$ cat config.mk
export PLATFORM = sky130hd
export DESIGN_NAME = lane_unit
export DESIGN_NICKNAME = d
export VERILOG_FILES = /design/src/source/blas_pkg.sv /design/src/source/lane_unit.sv
export VERILOG_INCLUDE_DIRS = /design/src /design/src/source
export SDC_FILE = /design/constraint.sdc
export NUM_CORES = 2
export LEC_CHECK = 0
export BUFFER_PORTS_ARGS = -buffer_cell sky130_fd_sc_hd__buf_2
export CELL_PAD_IN_SITES_DETAIL_PLACEMENT = 1
export CELL_PAD_IN_SITES_GLOBAL_PLACEMENT = 2
export CORE_MARGIN = 2
export CORE_UTILIZATION = 50
export DETAILED_ROUTE_END_ITERATION = 16
export HOLD_SLACK_MARGIN = 0.02
export PLACE_DENSITY_LB_ADDON = 0.25
export SKIP_LAST_GASP = 1
export SLEW_MARGIN = 20
export SYNTH_ARGS = -nofsm -noshare
export SYNTH_HDL_FRONTEND = slang
export SYNTH_SLANG_ARGS = --single-unit
export TNS_END_PERCENT = 30
$ cat constraint.sdc
create_clock -name clock -period 13.45 [get_ports clock]
set_input_delay 0.6725 -clock clock [delete_from_list [all_inputs] [get_ports clock]]
set_output_delay 0.6725 -clock clock [all_outputs]
set_load 0.05 [all_outputs]
$ cat src/source/blas_cfg.svh
// BLAS engine sizes
`ifndef BLAS_CFG_SVH
`define BLAS_CFG_SVH

// Lane array
`define BLAS_NUM_LANES	4
`define BLAS_VEC_LEN	16		// Words per vector, per lane

// Datapath widths
`define BLAS_DATA_W		16
`define BLAS_ACC_W		32

// Issue tracking
`define BLAS_ISSUE_W	4		// Wraps at 16

// Host port
`define BLAS_ADDR_W		12

`endif

$ cat src/source/blas_pkg.sv
// BLAS engine shared types
`include "blas_cfg.svh"

package blas_pkg;

	localparam int NUM_LANES	= `BLAS_NUM_LANES;
	localparam int VEC_LEN		= `BLAS_VEC_LEN;
	localparam int DATA_W		= `BLAS_DATA_W;
	localparam int ACC_W		= `BLAS_ACC_W;
	localparam int ISSUE_W		= `BLAS_ISSUE_W;
	localparam int ADDR_W		= `BLAS_ADDR_W;
	localparam int LANE_W		= $clog2(NUM_LANES);
	localparam int IDX_W		= $clog2(VEC_LEN);
	localparam int LEN_W		= IDX_W + 1;		// Holds 1 to VEC_LEN

	localparam logic [1:0] RESP_OKAY	= 2'b00;
	localparam logic [1:0] RESP_SLVERR	= 2'b10;

	typedef logic [ISSUE_W-1:0] issue_no_t;

	typedef enum logic {
		OP_DOT	= 1'b0,
		OP_AXPY	= 1'b1
	} op_t;

	typedef struct packed {
		op_t					op;
		logic [LEN_W-1:0]		len;
		logic [DATA_W-1:0]		alpha;
		logic [NUM_LANES-1:0]	lane_mask;
		issue_no_t				issue_no;
	} instr_t;

	////////////////////////////////////////
	// AXI4-Lite channels

	typedef struct packed {
		logic					awvalid;
		logic [ADDR_W-1:0]		awaddr;
		logic					wvalid;
		logic [31:0]			wdata;
		logic [3:0]				wstrb;
		logic					bready;
		logic					arvalid;
		logic [ADDR_W-1:0]		araddr;
		logic					rready;
	} axil_req_t;

	typedef struct packed {
		logic					awready;
		logic					wready;
		logic					bvalid;
		logic [1:0]				bresp;
		logic					arready;
		logic					rvalid;
		logic [31:0]			rdata;
		logic [1:0]				rresp;
	} axil_rsp_t;

	////////////////////////////////////////
	// Lane side

	typedef struct packed {
		logic					wr_en;
		logic [LANE_W-1:0]		lane;
		logic					vec;		// 0 x, 1 y
		logic [IDX_W-1:0]		idx;
		logic [DATA_W-1:0]		wdata;
	} mem_acc_t;

	typedef struct packed {
		logic					term;
		issue_no_t				issue_no;
		logic [DATA_W-1:0]		rdata;
		logic [ACC_W-1:0]		acc;
	} lane_rsp_t;

	typedef struct packed {
		logic					busy;
		issue_no_t				last_commit;
		logic [7:0]				commit_cnt;
	} stat_t;

endpackage

$ cat src/source/lane_unit.sv
// BLAS processing lane
`timescale 1ns/10ps

module lane_unit
	import blas_pkg::*;
#(
	parameter int LANE_ID = 0
)
(
	input						clock,
	input						rst_n,
	input						issue,
	input	instr_t				instr,
	input	mem_acc_t			mem_acc,
	output	lane_rsp_t			rsp
);

	logic [DATA_W-1:0]			x_mem [VEC_LEN];
	logic [DATA_W-1:0]			y_mem [VEC_LEN];

	logic						start;
	logic						host_wr;
	logic						run;
	logic						last;
	logic						term;
	logic [IDX_W-1:0]			cnt;
	op_t						op_q;
	logic [LEN_W-1:0]			len_q;
	logic [DATA_W-1:0]			alpha_q;
	issue_no_t					no_q;
	logic [ACC_W-1:0]			acc;
	logic [DATA_W-1:0]			rdata;

	logic [DATA_W-1:0]			x_el;
	logic [DATA_W-1:0]			y_el;
	logic [2*DATA_W-1:0]		prod;
	logic [DATA_W-1:0]			axpy_el;

	assign start	= issue && instr.lane_mask[LANE_ID];
	assign host_wr	= mem_acc.wr_en && (mem_acc.lane == LANE_W'(LANE_ID));
	assign last		= {1'b0, cnt} == len_q - 1'b1;

	// One element per cycle
	assign x_el		= x_mem[cnt];
	assign y_el		= y_mem[cnt];
	assign prod		= {{DATA_W{1'b0}}, x_el} * {{DATA_W{1'b0}}, y_el};
	assign axpy_el	= alpha_q * x_el + y_el;	// Low 16 bits kept

	////////////////////////////////////////
	// Local memories

	always_ff @(posedge clock) begin
		if (host_wr && !mem_acc.vec) x_mem[mem_acc.idx] <= mem_acc.wdata;

		if (host_wr && mem_acc.vec) y_mem[mem_acc.idx] <= mem_acc.wdata;
		else if (run && op_q == OP_AXPY) y_mem[cnt] <= axpy_el;

		rdata <= mem_acc.vec ? y_mem[mem_acc.idx] : x_mem[mem_acc.idx];
	end

	////////////////////////////////////////
	// Sequencer

	always_ff @(posedge clock) begin
		if (!rst_n) begin
			run		<= 1'b0;
			term	<= 1'b0;
		end else begin
			term	<= 1'b0;
			if (start) begin
				run		<= 1'b1;
			end else if (run && last) begin
				run		<= 1'b0;
				term	<= 1'b1;
			end
		end
	end

	always_ff @(posedge clock) begin
		if (start) begin
			cnt		<= '0;
			op_q	<= instr.op;
			len_q	<= instr.len;
			alpha_q	<= instr.alpha;
			no_q	<= instr.issue_no;
			if (instr.op == OP_DOT) acc <= '0;
		end else if (run) begin
			cnt		<= cnt + 1'b1;
			if (op_q == OP_DOT) acc <= acc + ACC_W'(prod);	// Mod 2^32
		end
	end

	assign rsp = '{term: term, issue_no: no_q, rdata: rdata, acc: acc};

endmodule

# After elaboration in Yosys (flattened, before gate mapping)
# Memories as Yosys holds them, arrays and structs flattened. A register that Yosys moved wholly into a read port is not among the register bits.
# Cells that the tools add are included.
dict set report totals {
  regBits 80
  ram_bits 512
  inputBits 57
  wordCells 56
  memories 2
}
# memory words width read_ports rd_clocked_by_memory_dff wr line
set mem_list {}
lappend mem_list {x_mem 16 16 2 1 1 lane_unit.sv:18} ;# logic [DATA_W-1:0] x_mem [VEC_LEN];
lappend mem_list {y_mem 16 16 2 1 1 lane_unit.sv:19} ;# logic [DATA_W-1:0] y_mem [VEC_LEN];
dict set report op_classes {
  add_sub_neg 4
  multipliers 2
  eq_ne 3
  mux 22
  bitwise 1
  reduce_logical 13
}
# operator count
set op_table {}
lappend op_table {{$mux W32} 4}
lappend op_table {{$add A32 B32 Y32} 1}
lappend op_table {{$mul A16 B16 Y32} 1}
lappend op_table {{$mux W16} 2}
lappend op_table {{$mux W4} 5}
lappend op_table {{$add A16 B16 Y16} 1}
lappend op_table {{$mul A16 B16 Y16} 1}
lappend op_table {{$reduce_or A16 Y1} 1}
lappend op_table {{$mux W1} 11}
lappend op_table {{$logic_and A1 B1 Y1} 6}
lappend op_table {{$eq A4 B5 Y1} 1}
lappend op_table {{$sub A5 B1 Y5 const B} 1}
lappend op_table {{$add A4 B1 Y4 const B} 1}
lappend op_table {{$ne A2 B2 Y1 const B} 2}
lappend op_table {{$reduce_bool A2 Y1} 2}
lappend op_table {{$reduce_and A3 Y1} 1}
lappend op_table {{$logic_not A2 Y1} 1}
lappend op_table {{$reduce_or A2 Y1} 1}
lappend op_table {{$logic_not A1 Y1} 1}
lappend op_table {{$not A1 Y1} 1}

# Depth between registers and ports, before layout
dict set report depth {
  ltp_word 7
  mapped_depth 35
  mapped_depth_nobuf 27
}

# Worst setup path before layout
# No wires, ideal clock.
dict set report synth_timing {
  kind {register -> register}
  startpoint {register (tool-made name)}
  endpoint {register acc[21], data pin}
  arrival_ns 7.854
  slack_ns 5.341
  stages_incl_launch_ff 33
  synth_period_minus_slack_ns 8.109
  path_cell_list {dfxtp_1 > buf_6 > buf_6 > buf_6 > buf_6 > buf_4 > buf_2 > mux4_2 > mux2_2 > o21ai_1 > buf_2 > nor2_1 > fa_1 > inv_1 > fa_1 > fa_1 > inv_1 > fa_1 > fa_1 > inv_1 > fa_1 > inv_1 > ha_1 > inv_1 > o21ai_0 > a21o_1 > a21o_1 > a21oi_1 > inv_1 > o211a_1 > o211a_1 > or3_1 > and3_1}
}
# element line
set synth_lines {}
lappend synth_lines {{to (signal assigned)} lane_unit.sv:89} ;# if (op_q == OP_DOT) acc <= acc + ACC_W'(prod);
lappend synth_lines {{to (decl)} lane_unit.sv:31} ;# logic [ACC_W-1:0] acc;

==> impl_metrics.yaml <==
run_status:
  outcome: "completed"
timing:
  min_period_over_period_pct: 70.1
  drv_slew: 0
  setup_viol_count_final: 0
  skew_ps: 60.3
  period_needed_ps: 9420
  tightest_slew_ps: 1050
  rsz0062_at_grt: "false"
  setup_tns_ps: 0
  final_hold_viol_count: 0
  slew_headroom_pct: 29.8
  fmax_mhz: 106
grt:
  grt.met2_usage_pct: 49.7
  grt_max_degree: 65
  top_usage_layer: "met2"
  antenna_found_initial: 4
  grt_use_met3_pct: 4.26
  gr-total-overflow: 0
  grt.total_usage_pct: 29.6
  grt_pass1_wl_um: 177000
  grt_pass1_vias: 27624
  met1_usage_pct: 39.0
route:
  vias: 24676
  drt_wl_total_um: 118000
  drc: 0
  final_antenna_net_count: 0
  vias_per_cell: 6.10
  post_drt_wl_per_cell_um: 29.2
  drtIter0Drc: 2052
  dr.pass1.iters: 8
floorplan:
  fp.dieW_um: 287
  io-pin-count: 110
  start_util_pct: 50.6
  die_h_um: 287
  core-area_mm2: 0.0791
  die_area_mm2: 0.0823
  row_count: 103
finish:
  final_common_cell: "edfxtp_1"
  nets: 3469
  stdcell_area_mm2: 0.0444
  mostFrequentLayoutCells: "570 x edfxtp_1, 477 x inv_1, 319 x fa_1, 302 x mux4_2, 287 x nand2_1"
  layout-drive-gt1-share_pct: 22.0
  area_growth_pct: 10.9
  n_fill_cell: 7613
setup_path:
  cp.arrival_ps: 9780
  reg2reg_setup_slack_ps: 4030
  cp-start-kind: "register"
  cp.required_ps: 13810
  critPathTopFamily: "adder cells"
  critPathMostFrequentCell: "fa_1"
  path_class: "reg -> reg"
  crit_buf_inv: 7
  max_stage_delay_ps: 820
  slowest_stage: "buf_4"
  worstPathMaxFanout: 45
  cp-end-kind: "register"
synthesis:
  synth-seq-cells: 596
  synth-edff-count: 570
  netlist_area_mm2: 0.0400
  ys.flop_type: "edfxtp_1"
  synthCells: 2834
  synth_cell_type_count: 56
  async_flop_share_pct: 0
  ys_warn_count: 0
  syn_nets: 3363
  ys_seq_area_share_pct: 44.1
  postSynthAreaPerCell_um2: 14.1
worst_hold_path:
  hp-start: "instr[27]"
  worstHoldPathType: "in -> reg"
placed_design:
  port_buffers: 106
  post-dp-hpwl_um: 79300
  gp_congestion: 0.825
  dpl_cell_area_mm2: 0.0419
clocking:
  post_cts_buffers: 0
  cts_made_buffers: 68
  clock_path_buffers: 3
  cts_resized: 0
  cts-root-buf: "clkbuf_16"
  cts_tree: "yes"
  cts.sinks: 596
  ctsHtreeMaxLevel: 3
  hold_buffers: 0
  insertion_delay_ps: 650
  path_clk_slew_ps: 60
flow_run:
  cap_violations: 0
==> state kept, by name (all words and copies together) (netlist names), 4 cells and up, named ones only <==
register and cells:
acc 32, alpha_q 16, cnt 4, len_q 5, no_q 4, rdata 16
x_mem 256, y_mem 256
==> routing by layer <==
layer  part of all wire [%]  routed length [µm]
met1                     39               45800
met4                    4.1                4850
met3                    6.5                7720
met2                     51               59800
met5                  0.011                  13
==> layout make-up <==
class	count	area, µm²	area share (%)
diodes	2	5.00	0.0113
multi-input cells	1615	20100	45.3
clock inverters	33	519	1.17
flip-flops and latches	596	17600	39.8
clock buffers	92	1870	4.22
inverters	478	1790	4.04
repair buffers	181	1120	2.54
well taps	1050	1310	2.96
==> cell families after synthesis <==
| logic type | share of synthesized area [%] |
|---|---|
| AO/OA/AOI/OAI | 1.94 |
| multiplexers | 18.7 |
| buffers and inverters | 6.15 |
| XOR/XNOR | 1.58 |
| flip-flops | 44.1 |
| adder cells (fa/ha/maj) | 20.7 |
| AND/OR/NAND/NOR | 6.85 |
==> per-stage QoR <==
step	utilization, %	hold WS, ps	setup WS (ps)	std cells
after floorplan	-	553	5340	2834
after global placement	53.0	623	3950	3919
after detailed placement	53.0	634	3840	3919
after CTS	56.0	184	3740	4044
after global routing	56.1	184	3270	4046
final	56.1	207	4030	4047
==> synthesized netlist by cell type, types with 4 or more instances <==
cell | number | area share, %
and2_1 | 104 | 1.6
mux4_2 | 302 | 17
edfxtp_1 | 570 | 43
a31oi_1 | 12 | 0.19
xnor2_1 | 48 | 1.1
nand2b_1 | 13 | 0.20
nor2_1 | 102 | 0.96
buf_6 | 6 | 0.17
dfxtp_1 | 26 | 1.3
nor3_1 | 17 | 0.21
mux2i_1 | 23 | 0.58
mux2_2 | 23 | 0.65
nand2_1 | 287 | 2.7
clkbuf_1 | 87 | 0.82
a21oi_1 | 31 | 0.39
nand4_1 | 4 | 0.063
nand3_1 | 10 | 0.13
buf_4 | 8 | 0.15
ha_1 | 153 | 4.8
o21ai_0 | 31 | 0.39
a21o_1 | 17 | 0.32
and3_1 | 9 | 0.14
buf_2 | 24 | 0.30
mux4_1 | 7 | 0.46
fa_1 | 319 | 16
o21a_1 | 5 | 0.094
inv_1 | 477 | 4.5
buf_1 | 19 | 0.18
nand3b_1 | 5 | 0.094
nor2b_1 | 26 | 0.41
xor2_1 | 16 | 0.35
==> worst paths after layout <==
| kind | end | cells past startpoint |
|---|---|---|
| max reg2reg | acc[29]$_SDFFCE_PP0P_ | 25 |
| min reg2reg | register | 2 |
| min | len_q[3]$_DFFE_PP_ | 1 |
| max | acc[29]$_SDFFCE_PP0P_ | 25 |
==> worst register-to-register path: stages (launching register included) <==
cell	delay (ps)
dfxtp_4	660
buf_4	830
buf_4	580
mux4_2	640
mux4_2	790
inv_1	310
nor2_1	110
fa_1	560
inv_1	70
fa_1	470
fa_1	450
fa_1	510
inv_1	60
fa_1	540
inv_1	60
fa_1	480
inv_1	40
ha_1	370
and4_1	370
and2_1	230
nand3_1	90
a21o_1	170
a31oi_1	320
a31o_2	260
xnor2_1	130
nor2_1	50
Power is not shown: default switching activity piles up to over one toggle a cycle in this logic, so the estimate is an artifact.
