### src/source/blas_cfg.svh
// BLAS engine sizes
`ifndef BLAS_CFG_SVH
`define BLAS_CFG_SVH

// Lane array
`define BLAS_NUM_LANES	4
`define BLAS_VEC_LEN	16		// Words per vector, per lane

// Datapath widths
`define BLAS_DATA_W		16
`define BLAS_ACC_W		32

// Issue tracking
`define BLAS_ISSUE_W	4		// Wraps at 16

// Host port
`define BLAS_ADDR_W		12

`endif

### src/source/blas_pkg.sv
// BLAS engine shared types
`include "blas_cfg.svh"

package blas_pkg;

	localparam int NUM_LANES	= `BLAS_NUM_LANES;
	localparam int VEC_LEN		= `BLAS_VEC_LEN;
	localparam int DATA_W		= `BLAS_DATA_W;
	localparam int ACC_W		= `BLAS_ACC_W;
	localparam int ISSUE_W		= `BLAS_ISSUE_W;
	localparam int ADDR_W		= `BLAS_ADDR_W;
	localparam int LANE_W		= $clog2(NUM_LANES);
	localparam int IDX_W		= $clog2(VEC_LEN);
	localparam int LEN_W		= IDX_W + 1;		// Holds 1 to VEC_LEN

	localparam logic [1:0] RESP_OKAY	= 2'b00;
	localparam logic [1:0] RESP_SLVERR	= 2'b10;

	typedef logic [ISSUE_W-1:0] issue_no_t;

	typedef enum logic {
		OP_DOT	= 1'b0,
		OP_AXPY	= 1'b1
	} op_t;

	typedef struct packed {
		op_t					op;
		logic [LEN_W-1:0]		len;
		logic [DATA_W-1:0]		alpha;
		logic [NUM_LANES-1:0]	lane_mask;
		issue_no_t				issue_no;
	} instr_t;

	////////////////////////////////////////
	// AXI4-Lite channels

	typedef struct packed {
		logic					awvalid;
		logic [ADDR_W-1:0]		awaddr;
		logic					wvalid;
		logic [31:0]			wdata;
		logic [3:0]				wstrb;
		logic					bready;
		logic					arvalid;
		logic [ADDR_W-1:0]		araddr;
		logic					rready;
	} axil_req_t;

	typedef struct packed {
		logic					awready;
		logic					wready;
		logic					bvalid;
		logic [1:0]				bresp;
		logic					arready;
		logic					rvalid;
		logic [31:0]			rdata;
		logic [1:0]				rresp;
	} axil_rsp_t;

	////////////////////////////////////////
	// Lane side

	typedef struct packed {
		logic					wr_en;
		logic [LANE_W-1:0]		lane;
		logic					vec;		// 0 x, 1 y
		logic [IDX_W-1:0]		idx;
		logic [DATA_W-1:0]		wdata;
	} mem_acc_t;

	typedef struct packed {
		logic					term;
		issue_no_t				issue_no;
		logic [DATA_W-1:0]		rdata;
		logic [ACC_W-1:0]		acc;
	} lane_rsp_t;

	typedef struct packed {
		logic					busy;
		issue_no_t				last_commit;
		logic [7:0]				commit_cnt;
	} stat_t;

endpackage

### src/source/blas_regs.sv
// BLAS engine register block
`timescale 1ns/10ps

module blas_regs
	import blas_pkg::*;
(
	input						clock,
	input						rst_n,
	input	axil_req_t			axil_req,
	output	axil_rsp_t			axil_rsp,
	input	lane_rsp_t			lane_rsp [NUM_LANES],
	input						commit,
	input	issue_no_t			commit_no,
	output	logic				issue,
	output	instr_t				instr,
	output	mem_acc_t			mem_acc,
	output						done
);

	logic						wr_fire;
	logic						ar_fire;
	logic						ctrl_wr;
	logic						mem_wr;
	logic						wr_err;
	logic [LEN_W-1:0]			wr_len;
	logic [NUM_LANES-1:0]		wr_mask;

	logic						bvalid;
	logic [1:0]					bresp;
	logic						rvalid;
	logic						rd_live;		// First cycle of rvalid
	logic [ADDR_W-1:0]			rd_addr;
	logic [31:0]				rd_mux;
	logic [31:0]				rdata_q;

	issue_no_t					next_no;
	stat_t						stat;

	////////////////////////////////////////
	// Write decode

	assign wr_fire	= axil_req.awvalid && axil_req.wvalid && !bvalid;
	assign ar_fire	= axil_req.arvalid && !rvalid && !wr_fire;	// Write owns mem_acc

	assign ctrl_wr	= axil_req.awaddr == '0;
	assign mem_wr	= (axil_req.awaddr[ADDR_W-1:9] == 'd1) && (axil_req.awaddr[1:0] == 2'b00);

	assign wr_len	= axil_req.wdata[LEN_W:1];
	assign wr_mask	= axil_req.wdata[8 +: NUM_LANES];

	assign wr_err	= ((ctrl_wr || mem_wr) && stat.busy) ||
		(ctrl_wr && (wr_len == '0 || wr_len > LEN_W'(VEC_LEN) || wr_mask == '0));

	// Same lane/vec/idx serves host write and read
	always_comb begin
		mem_acc.wr_en	= wr_fire && mem_wr && !wr_err && (axil_req.wstrb[1:0] != 2'b00);
		if (wr_fire) begin
			mem_acc.lane	= axil_req.awaddr[7 +: LANE_W];
			mem_acc.vec		= axil_req.awaddr[6];
			mem_acc.idx		= axil_req.awaddr[2 +: IDX_W];
		end else begin
			mem_acc.lane	= axil_req.araddr[7 +: LANE_W];
			mem_acc.vec		= axil_req.araddr[6];
			mem_acc.idx		= axil_req.araddr[2 +: IDX_W];
		end
		mem_acc.wdata	= axil_req.wdata[DATA_W-1:0];
	end

	always_ff @(posedge clock) begin
		if (!rst_n) begin
			bvalid	<= 1'b0;
			bresp	<= RESP_OKAY;
			rvalid	<= 1'b0;
			rd_live	<= 1'b0;
			issue	<= 1'b0;
			instr	<= '0;
			next_no	<= '0;
			stat	<= '0;
		end else begin
			issue	<= 1'b0;
			rd_live	<= ar_fire;

			if (wr_fire) begin
				bvalid	<= 1'b1;
				bresp	<= wr_err ? RESP_SLVERR : RESP_OKAY;
			end else if (axil_req.bready) begin
				bvalid	<= 1'b0;
			end

			if (ar_fire) rvalid <= 1'b1;
			else if (axil_req.rready) rvalid <= 1'b0;

			if (wr_fire && ctrl_wr && !wr_err) begin
				issue		<= 1'b1;
				instr		<= '{op: op_t'(axil_req.wdata[0]), len: wr_len,
					alpha: axil_req.wdata[31:16], lane_mask: wr_mask, issue_no: next_no};
				next_no		<= next_no + 1'b1;
				stat.busy	<= 1'b1;
			end

			if (commit) begin	// Never together with an accepted issue
				stat.busy			<= 1'b0;
				stat.last_commit	<= commit_no;
				stat.commit_cnt		<= stat.commit_cnt + 1'b1;
			end
		end
	end

	////////////////////////////////////////
	// Read path

	always_ff @(posedge clock) begin
		if (ar_fire) rd_addr <= axil_req.araddr;
		if (rd_live) rdata_q <= rd_mux;		// Hold while rready stalls
	end

	always_comb begin
		rd_mux = '0;
		if (rd_addr[1:0] == 2'b00) begin
			if (rd_addr[ADDR_W-1:9] == 'd1)
				rd_mux = 32'(lane_rsp[rd_addr[7 +: LANE_W]].rdata);
			else if (rd_addr[ADDR_W-1:4] == 'd1)
				rd_mux = 32'(lane_rsp[rd_addr[2 +: LANE_W]].acc);
			else if (rd_addr[ADDR_W-1:2] == 'd0)
				rd_mux = 32'(instr.issue_no);
			else if (rd_addr[ADDR_W-1:2] == 'd1)
				rd_mux = {16'b0, stat.commit_cnt, stat.last_commit, 3'b0, stat.busy};
		end
	end

	assign axil_rsp = '{
		awready:	wr_fire,
		wready:		wr_fire,
		bvalid:		bvalid,
		bresp:		bresp,
		arready:	ar_fire,
		rvalid:		rvalid,
		rdata:		rd_live ? rd_mux : rdata_q,
		rresp:		RESP_OKAY
	};

	assign done = commit;

endmodule

### config.mk
export PLATFORM = sky130hd
export DESIGN_NAME = blas_regs
export DESIGN_NICKNAME = d
export VERILOG_FILES = /design/src/source/blas_pkg.sv /design/src/source/blas_regs.sv
export VERILOG_INCLUDE_DIRS = /design/src /design/src/source
export SDC_FILE = /design/constraint.sdc
export NUM_CORES = 1
export LEC_CHECK = 0
export ABC_AREA = 1
export BUFFER_PORTS_ARGS = -buffer_cell sky130_fd_sc_hd__buf_4
export CORE_AREA = 2 2 147 149
export DETAILED_ROUTE_END_ITERATION = 7
export DIE_AREA = 0 0 149 151
export MAX_ROUTING_LAYER = met4
export SLEW_MARGIN = 10
export SYNTH_ARGS = -nofsm -noshare
export SYNTH_HDL_FRONTEND = slang
export SYNTH_SLANG_ARGS = --single-unit
### constraint.sdc
create_clock -name clock -period 4.5 [get_ports clock]
set_input_delay 0.9 -clock clock [delete_from_list [all_inputs] [get_ports clock]]
set_output_delay 0.9 -clock clock [all_outputs]
set_load 0.005 [all_outputs]
After elaboration in Yosys (flattened, before gate mapping) --
Cells that the tools add are included.
Storage, ports and cells: flip-flop bits (word level) 97, bits in latches 0, RAM bits 0, memory bits (read-only) 0, output and inout port bits 97, memories kept 0
Operators by class: add/sub/neg operators 2, multiply operators 0, div/mod/pow operators 0, magnitude comparators 3, equal/unequal tests 4, shift-type cells 0, multiplexer cells 19, bitwise logic cells 3, reduce and logical (&&, ||, !) cells 30
Operators with widths (count):
- $bmux W53 S2 | 2
- $mux W32 | 6
- $mux W48 | 2
- $mux W16 | 2
- $logic_and A1 B1 Y1 | 12
- $logic_not A12 Y1 | 1
- $eq A10 B1 Y1 const B | 1
- $logic_not A10 Y1 | 1
- $add A8 B1 Y8 const B | 1
- $eq A8 B1 Y1 const B | 1
- $mux W7 | 1
- $eq A3 B1 Y1 const B | 2
- $ge A3 B3 Y1 const B | 2
- $not A2 Y3 | 2
- $reduce_bool A2 Y1 | 3
- $gt A5 B5 Y1 const B | 1
- $logic_not A5 Y1 | 1
- $mux W1 | 5
- $add A4 B1 Y4 const B | 1
- $logic_not A1 Y1 | 4
- $logic_not A2 Y1 | 2
- $logic_not A4 Y1 | 1
- $logic_or A1 B1 Y1 | 4
- $mux W2 | 1
- 2 further kinds | 2

Depth between registers and ports, before layout --
Gate-level depths: netlist of the first run.
word-level depth 8, gate-level depth with buffers 9

Worst setup path before layout of the first run --
Ideal clock, no wire load.
kind input -> output, start input port axil_req[64] (netlist bit), end output port axil_rsp[35] (netlist bit), arrival 2.240 ns, data required time 3.600 ns, slack 1.360 ns, stages on the path 4, path buffers 1, cells stage by stage nand2_1 -> nor2_2 -> nor3_1 -> buf_4
On the way: cells in the longest elaborated chain, start to end 4
Ends and longest elaborated chain:
- start: declaration | RTL line blas_regs.sv:9 | input axil_req_t axil_req,
- $logic_and A1 B1 Y1 (2 in series) | RTL line blas_regs.sv:42 | assign wr_fire = axil_req.awvalid && axil_req.wvalid && !bvalid;
- $logic_not A1 Y1 | RTL line blas_regs.sv:43 | assign ar_fire = axil_req.arvalid && !rvalid && !wr_fire;
- $logic_and A1 B1 Y1 | RTL line blas_regs.sv:43
- end: declaration | RTL line blas_regs.sv:10 | output axil_rsp_t axil_rsp,
Every way passes these cells.

==> results.sh, run 1 <==
export IMPL_outcome="finished, final reports clean"
export IMPL_final_max_slew_viol_count=0
export IMPL_initial_antenna_violation_count=0
export IMPL_routed_via_density=4.57
export IMPL_floorplan_rows=53
export IMPL_post_route_period_util=0.789
export IMPL_totalWireLength_mm=20.6
export IMPL_synth_distinct_cells=32
export IMPL_cp_cell_sequence="buf_4 > inv_2 > nand3_4 > nor2_4 > nor2_4 > nand3_1 > nand3_1 > nand2_1 > buf_4"
export IMPL_clock_sinks=96
export IMPL_critical_path_class="reg2out"
export IMPL_place_gp_congestion=0.797
export IMPL_clock_fmax_mhz=282
export IMPL_measured_slew_at_the_worst_slew_check_pin_ns=1.03
export IMPL_synthTopCellsByArea="sky130_fd_sc_hd__dfxtp_1 (31%), sky130_fd_sc_hd__nand2_1 (19%), sky130_fd_sc_hd__nand3_1 (8.0%), sky130_fd_sc_hd__nor2_1 (7.3%), sky130_fd_sc_hd__edfxtp_1 (6.6%)"
export IMPL_type_of_destination_of_the_critical_path="output pin"
export IMPL_layoutNonFillerInstCount=1392
export IMPL_p_leak_uw=0.00417
export IMPL_largest_fanout_on_the_critical_path=33
export IMPL_cpPeakStageDelay_ns=0.46
export IMPL_worst_path_max_delay_cell="sky130_fd_sc_hd__inv_2"
export IMPL_clock_tree_from_tritoncts="built"
export IMPL_final_net_count=1398
export IMPL_cts_setup_buffers=0
export IMPL_synthDominantAreaCellType="sky130_fd_sc_hd__dfxtp_1"
export IMPL_synth_top_cell_area_share=0.307
export IMPL_place_detailed_hpwl_mm=15.7
export IMPL_clkLatencyLatePin_ns=0.35
export IMPL_initial_core_util=0.263
export IMPL_clockBufferDepth=2
export IMPL_cts_htree_levels=3
export IMPL_arrival_time_at_the_worst_endpoint_ns=2.65
export IMPL_max_vdd_ir_drop_mv=0.201
export IMPL_detail_route_drc_violations=0
export IMPL_worst_setup_hold_path_clk_slew_ns=0.07
export IMPL_synth_edf_count=12
export IMPL_final_core_utilization=0.398
export IMPL_cts_repair_resize_count=0
export IMPL_grt_use_total=0.181
export IMPL_power_density_nw_per_um2=254
export IMPL_critical_path_endpoint="axil_rsp[2]"
export IMPL_finalSetupViolations=0
export IMPL_cp_required_ns=3.60
export IMPL_routedWlPerCell_um=14.8
export IMPL_yosysWarnings=0
export IMPL_via_count_of_the_first_global_routing_pass=6066
export IMPL_seq_area_frac_synth=0.373
export IMPL_core_area_um2=20800
export IMPL_postSynth_asyncResetShare=0
export IMPL_clock_buffer_count_from_cts=9
export IMPL_synth_common_cells="sky130_fd_sc_hd__nand2_1 (276), sky130_fd_sc_hd__nor2_1 (106), sky130_fd_sc_hd__nand3_1 (87)"
export IMPL_grt_setup_unrepaired="no"
export IMPL_num_vias=6356
export IMPL_dieHeight_um=151
export IMPL_synthesis_area_um2=5470
export IMPL_initialDrtViolationCount=361
export IMPL_placedCellCount=1376
export IMPL_grt_first_pass_wirelength_mm=31.0
export IMPL_synth_flop_cell="sky130_fd_sc_hd__dfxtp_1"
export IMPL_dieArea_um2=22500
export IMPL_globalRouteOverflowTotal=0
export IMPL_firstDrtPassIters=5
export IMPL_antenna_violating_nets_post_route=0
export IMPL_cts_root_buffer="sky130_fd_sc_hd__clkbuf_16"
export IMPL_filler_cell_count=2242
export IMPL_finalPower_uw=2100
export IMPL_antenna_cells=0
export IMPL_boundaryPins=381
export IMPL_hold_buffers=0
export IMPL_r2r_slack_ns=2.04
export IMPL_relative_slew_margins=0.311
export IMPL_post_synth_cell_area_avg_um2=6.63
export IMPL_final_layout_size_suffix_gt1_frac=0.350
export IMPL_totalNegativeSetupSlack_ns=0
export IMPL_period_minus_slack_ns=3.55
export IMPL_post_synth_top_count_cell="sky130_fd_sc_hd__nand2_1"
export IMPL_critPathLaunch="rd_addr[7]"
export IMPL_ys_seq_elements=96
export IMPL_number_of_hold_violations_in_the_final_report=0
export IMPL_timing_rr_end="instr[19]"
export IMPL_rr_startpoint="bvalid"
export IMPL_hold_wc_path_type="reg2reg"
export IMPL_worstRegToRegCells=6
export IMPL_fp_dieW_um=149
export IMPL_timing_clock_skew_ns=0.00773
export IMPL_largest_net_degree_at_the_start_of_global_routing=45
export IMPL_synthesis_instances=825
export IMPL_setup_worst_path_start_class="flop"
export IMPL_io_buffers=343
export IMPL_drv_cap=0
export IMPL_layout_area_overhead_vs_synth_pct=51.4
## report_power, final
part	total, uW	internal [uW]	leakage (uW)	switching [uW]
Combinational	417	226	0.00323	192
Clock	783	435	0.000143	348
Sequential	900	888	0.000793	12.0
Total	2100	1550	0.00417	552
## per-stage QoR
step           cell area [um2]  hold slack, ns  worst slack, ns
2_1_floorplan             5480           0.443             1.36
3_3_place_gp              7980           0.435             1.29
3_5_place_dp              7980           0.437             1.31
4_1_cts                   8280           0.453            0.904
5_1_grt                   8280           0.470            0.692
6_report                  8280           0.452            0.949
## registers in the layout, indices dropped and copies added (netlist names)
register	flops
bresp	1
issue	1
stat	13
rd_addr	12
next_no	4
bvalid	1
instr	30
rd_live	1
rdata_q	32
rvalid	1
## worst max-delay path: cells and delay by family (launching register included)
| family | cells | cell delay [ns] |
|---|---|---|
| flip-flops | 1 | 0.36 |
| buffers and inverters | 3 | 0.83 |
| AND/OR/NAND/NOR | 6 | 1.08 |
## area by class of cell
class,instances,area (um2),area share
multi-input cells,634,2900,0.350
clock buffers,10,229,0.0277
repair buffers,347,2610,0.315
inverters,24,92.6,0.0112
flip-flops and latches,96,2040,0.247
well taps,275,344,0.0416
clock inverters,6,68.8,0.00831
## worst min path at each step
stage | start | end | slack [ns] | cells after the start
2_1_floorplan | rdata_q[17] | rdata_q[17] | 0.44 | 2
3_3_place_gp | rdata_q[24] | rdata_q[24] | 0.44 | 2
4_1_cts | rdata_q[4] | rdata_q[4] | 0.45 | 2
5_1_grt | rdata_q[17] | rdata_q[17] | 0.47 | 2
3_5_place_dp | rdata_q[4] | rdata_q[4] | 0.44 | 2
6_report | rdata_q[4] | rdata_q[4] | 0.45 | 2
## cell families after synthesis
family | after synthesis | synth area share
AOI/OAI and AO/OA | 131 | 0.138
xor gates and xnor gates | 1 | 0.00160
adders and majority gates | 2 | 0.00457
buffers and inverters | 97 | 0.0990
DFF | 96 | 0.373
other | 1 | 0.000686
and+or+nand+nor | 497 | 0.383
## placed cells by master, fill, tap and decap left out, types with 2 or more instances in the layout
master	n
sky130_fd_sc_hd__buf_4	347
sky130_fd_sc_hd__nand2_1	276
sky130_fd_sc_hd__nor2_1	106
sky130_fd_sc_hd__nand3_1	87
sky130_fd_sc_hd__dfxtp_1	84
sky130_fd_sc_hd__o21ai_1	39
sky130_fd_sc_hd__o21ai_0	32
sky130_fd_sc_hd__a21oi_1	28
sky130_fd_sc_hd__a22oi_1	16
sky130_fd_sc_hd__inv_1	15
sky130_fd_sc_hd__o221ai_1	15
sky130_fd_sc_hd__nor2_2	12
sky130_fd_sc_hd__edfxtp_1	12
sky130_fd_sc_hd__clkbuf_16	9
sky130_fd_sc_hd__inv_2	6
sky130_fd_sc_hd__nor2_4	3
sky130_fd_sc_hd__nor3_1	3
sky130_fd_sc_hd__conb_1	3
sky130_fd_sc_hd__nand2_2	2
sky130_fd_sc_hd__nand3b_1	2
sky130_fd_sc_hd__clkinv_1	2
sky130_fd_sc_hd__ha_1	2
sky130_fd_sc_hd__inv_6	2
## metal layers
metal | global-route usage | part of all wire | vias to the layer above | routed length [um]
li1 | - | - | 3262 | -
met1 | 0.218 | 0.43 | 2834 | 8910
met2 | 0.303 | 0.47 | 233 | 9750
met3 | 0.0358 | 0.073 | 27 | 1500
met4 | 0.0638 | 0.022 | 0 | 448
met5 | - | 0 | - | 0
Note: power is estimated with default switching activity, not from simulation.
==> inputs of run 2 (changes only) <==
--- a/config.mk
+++ b/config.mk
@@ -8,9 +8,9 @@
 export LEC_CHECK = 0
 export ABC_AREA = 1
 export BUFFER_PORTS_ARGS = -buffer_cell sky130_fd_sc_hd__buf_4
-export CORE_AREA = 2 2 147 149
+export CORE_AREA = 2 2 148 150
 export DETAILED_ROUTE_END_ITERATION = 7
-export DIE_AREA = 0 0 149 151
+export DIE_AREA = 0 0 150 152
 export MAX_ROUTING_LAYER = met4
 export SLEW_MARGIN = 10
 export SYNTH_ARGS = -nofsm -noshare
==> constraint.sdc (replaced) <==
create_clock -name clock -period 3.55 [get_ports clock]
set_input_delay 0.71 -clock clock [delete_from_list [all_inputs] [get_ports clock]]
set_output_delay 0.71 -clock clock [all_outputs]
set_load 0.005 [all_outputs]
==> results.sh, run 2 (synthesis gave the netlist of run 1 again) <==
export IMPL_outcome="finished, final reports clean"
export IMPL_final_max_slew_viol_count=0
export IMPL_final_net_count=1402
export IMPL_detail_route_drc_violations=0
export IMPL_relative_slew_margins=0.317
export IMPL_floorplan_rows=54
export IMPL_firstDrtPassIters=5
export IMPL_place_gp_congestion=0.785
export IMPL_holdCritStartpoint="rdata_q[18]"
export IMPL_place_detailed_hpwl_mm=16.3
export IMPL_p_leak_uw=0.00419
export IMPL_period_minus_slack_ns=3.26
export IMPL_routed_via_density=4.53
export IMPL_globalRouteOverflowTotal=0
export IMPL_antenna_cells=0
export IMPL_number_of_hold_violations_in_the_final_report=0
export IMPL_critical_path_class="reg2out"
export IMPL_power_density_nw_per_um2=319
export IMPL_worst_path_max_delay_cell="sky130_fd_sc_hd__edfxtp_1"
export IMPL_grt_first_pass_wirelength_mm=31.7
export IMPL_layoutNonFillerInstCount=1401
export IMPL_setup_worst_path_start_class="flop"
export IMPL_routedWlPerCell_um=15.0
export IMPL_cts_htree_levels=3
export IMPL_worst_setup_hold_path_clk_slew_ns=0.07
export IMPL_cts_setup_buffers=0
export IMPL_antenna_violating_nets_post_route=0
export IMPL_dieHeight_um=152
export IMPL_timing_critical_path_depth=8
export IMPL_initial_antenna_violation_count=0
export IMPL_clockBufferDepth=2
export IMPL_core_area_um2=21400
export IMPL_final_common_cell="sky130_fd_sc_hd__buf_4"
export IMPL_hold_wc_path_type="reg2reg"
export IMPL_initialDrtViolationCount=353
export IMPL_hold_buffers=0
export IMPL_critPathLaunch="rd_addr[8]"
export IMPL_final_layout_size_suffix_gt1_frac=0.353
export IMPL_rr_startpoint="rd_addr[8]"
export IMPL_grt_setup_unrepaired="no"
export IMPL_max_vdd_ir_drop_mv=0.243
export IMPL_reg_top3="rdata_q: 32 flops, instr: 30 flops, stat: 13 flops"
export IMPL_timing_hold_worst_path_depth=2
export IMPL_boundaryPins=381
export IMPL_clock_fmax_mhz=307
export IMPL_totalWireLength_mm=21.0
export IMPL_arrival_time_at_the_worst_endpoint_ns=2.55
export IMPL_largest_fanout_on_the_critical_path=17
export IMPL_finalSetupViolations=0
export IMPL_measured_slew_at_the_worst_slew_check_pin_ns=1.02
export IMPL_grt_use_total=0.181
export IMPL_cts_repair_resize_count=0
export IMPL_timing_clock_skew_ns=0.0107
export IMPL_filler_cell_count=2279
export IMPL_post_route_period_util=0.917
export IMPL_largest_register_ff_count=32
export IMPL_clock_sinks=96
export IMPL_clock_tree_from_tritoncts="built"
export IMPL_worst_path_dominant_cell_family="simple AND/OR/NAND/NOR gates"
export IMPL_type_of_destination_of_the_critical_path="output pin"
export IMPL_initial_core_util=0.256
export IMPL_layout_area_overhead_vs_synth_pct=52.0
export IMPL_drv_cap=0
export IMPL_totalNegativeSetupSlack_ns=0
export IMPL_placedCellCount=1385
export IMPL_largest_net_degree_at_the_start_of_global_routing=45
export IMPL_worstRegToRegCells=7
export IMPL_fp_dieW_um=150
export IMPL_via_count_of_the_first_global_routing_pass=6055
export IMPL_num_vias=6344
export IMPL_largest_register="rdata_q"
export IMPL_dieArea_um2=22800
export IMPL_clock_buffer_count_from_cts=9
export IMPL_buffering_stage_count_on_the_worst_path_with_inverters_included=2
export IMPL_cp_required_ns=2.84
export IMPL_layout_cells_most_common_list="sky130_fd_sc_hd__buf_4 (351), sky130_fd_sc_hd__nand2_1 (276), sky130_fd_sc_hd__nor2_1 (106)"
export IMPL_clkLatencyLatePin_ns=0.35
export IMPL_cpPeakStageDelay_ns=0.68
export IMPL_io_buffers=343
export IMPL_cts_root_buffer="sky130_fd_sc_hd__clkbuf_16"
export IMPL_cp_cell_sequence="inv_4 > nand3_4 > nor2_4 > nor2_4 > nand2_1 > nand3_1 > nand2_1 > buf_4"
## run 2: cell types whose count changed in the layout (fill, tap and decap cells not counted)
cell / previous run / this run
sky130_fd_sc_hd__buf_4: 347 / 351
sky130_fd_sc_hd__inv_8: 0 / 2
sky130_fd_sc_hd__bufinv_16: 1 / 0
sky130_fd_sc_hd__clkbuf_1: 1 / 0
sky130_fd_sc_hd__clkinv_2: 1 / 0
sky130_fd_sc_hd__clkinv_8: 0 / 1
sky130_fd_sc_hd__clkinvlp_4: 1 / 0
sky130_fd_sc_hd__inv_4: 1 / 2
## run 2: layout make-up
type                       count  area, um2  share of cell area
timing repair buffer         351       2640               0.317
tap                          280        350              0.0421
clock buffer                   9        225              0.0271
clock inverter                 7       71.3             0.00858
sequential                    96       2040               0.246
multi-input combinational    634       2900               0.349
inverter                      24       92.6              0.0111
## run 2: metal layers
metal / wire, um / vias to the layer above / GRT usage
met5: 0 / - / -
met4: 226 / 0 / 0.0404
met3: 1700 / 17 / 0.0447
met2: 10000 / 247 / 0.306
met1: 9060 / 2814 / 0.218
li1: - / 3266 / -
## run 2: per-stage QoR
stage	util	hold WS, ns	area, um2	worst slack (ns)	total power, uW
finish	0.389	0.455	8320	0.294	2650
global route	0.389	0.473	8320	0.116	2790
CTS	0.389	0.460	8320	0.294	2690
detailed placement	0.376	0.437	8020	0.683	1710
global placement	0.376	0.435	8020	0.669	1700
floorplan	-	0.443	5480	0.790	1400
## run 2: worst reg2reg max path: cells and delay by family (launching register included)
family                 cells  cell delay, ns
flip-flops                 1            0.68
buffers and inverters      1            0.31
AND/OR/NAND/NOR            6            1.07
## run 2: final timing paths
path                                    end  slack (ns)
worst max-delay path            axil_rsp[8]        0.29
worst max register to register   rdata_q[6]        1.41
worst min register to register  rdata_q[18]        0.46
worst min-delay path            rdata_q[18]        0.46
## run 2: where the power goes
group          internal (uW)  leakage [uW]  switching, uW
Combinational            288       0.00325            246
Sequential              1130      0.000793           17.3
Clock                    498      0.000148            474
Total                   1910       0.00419            737
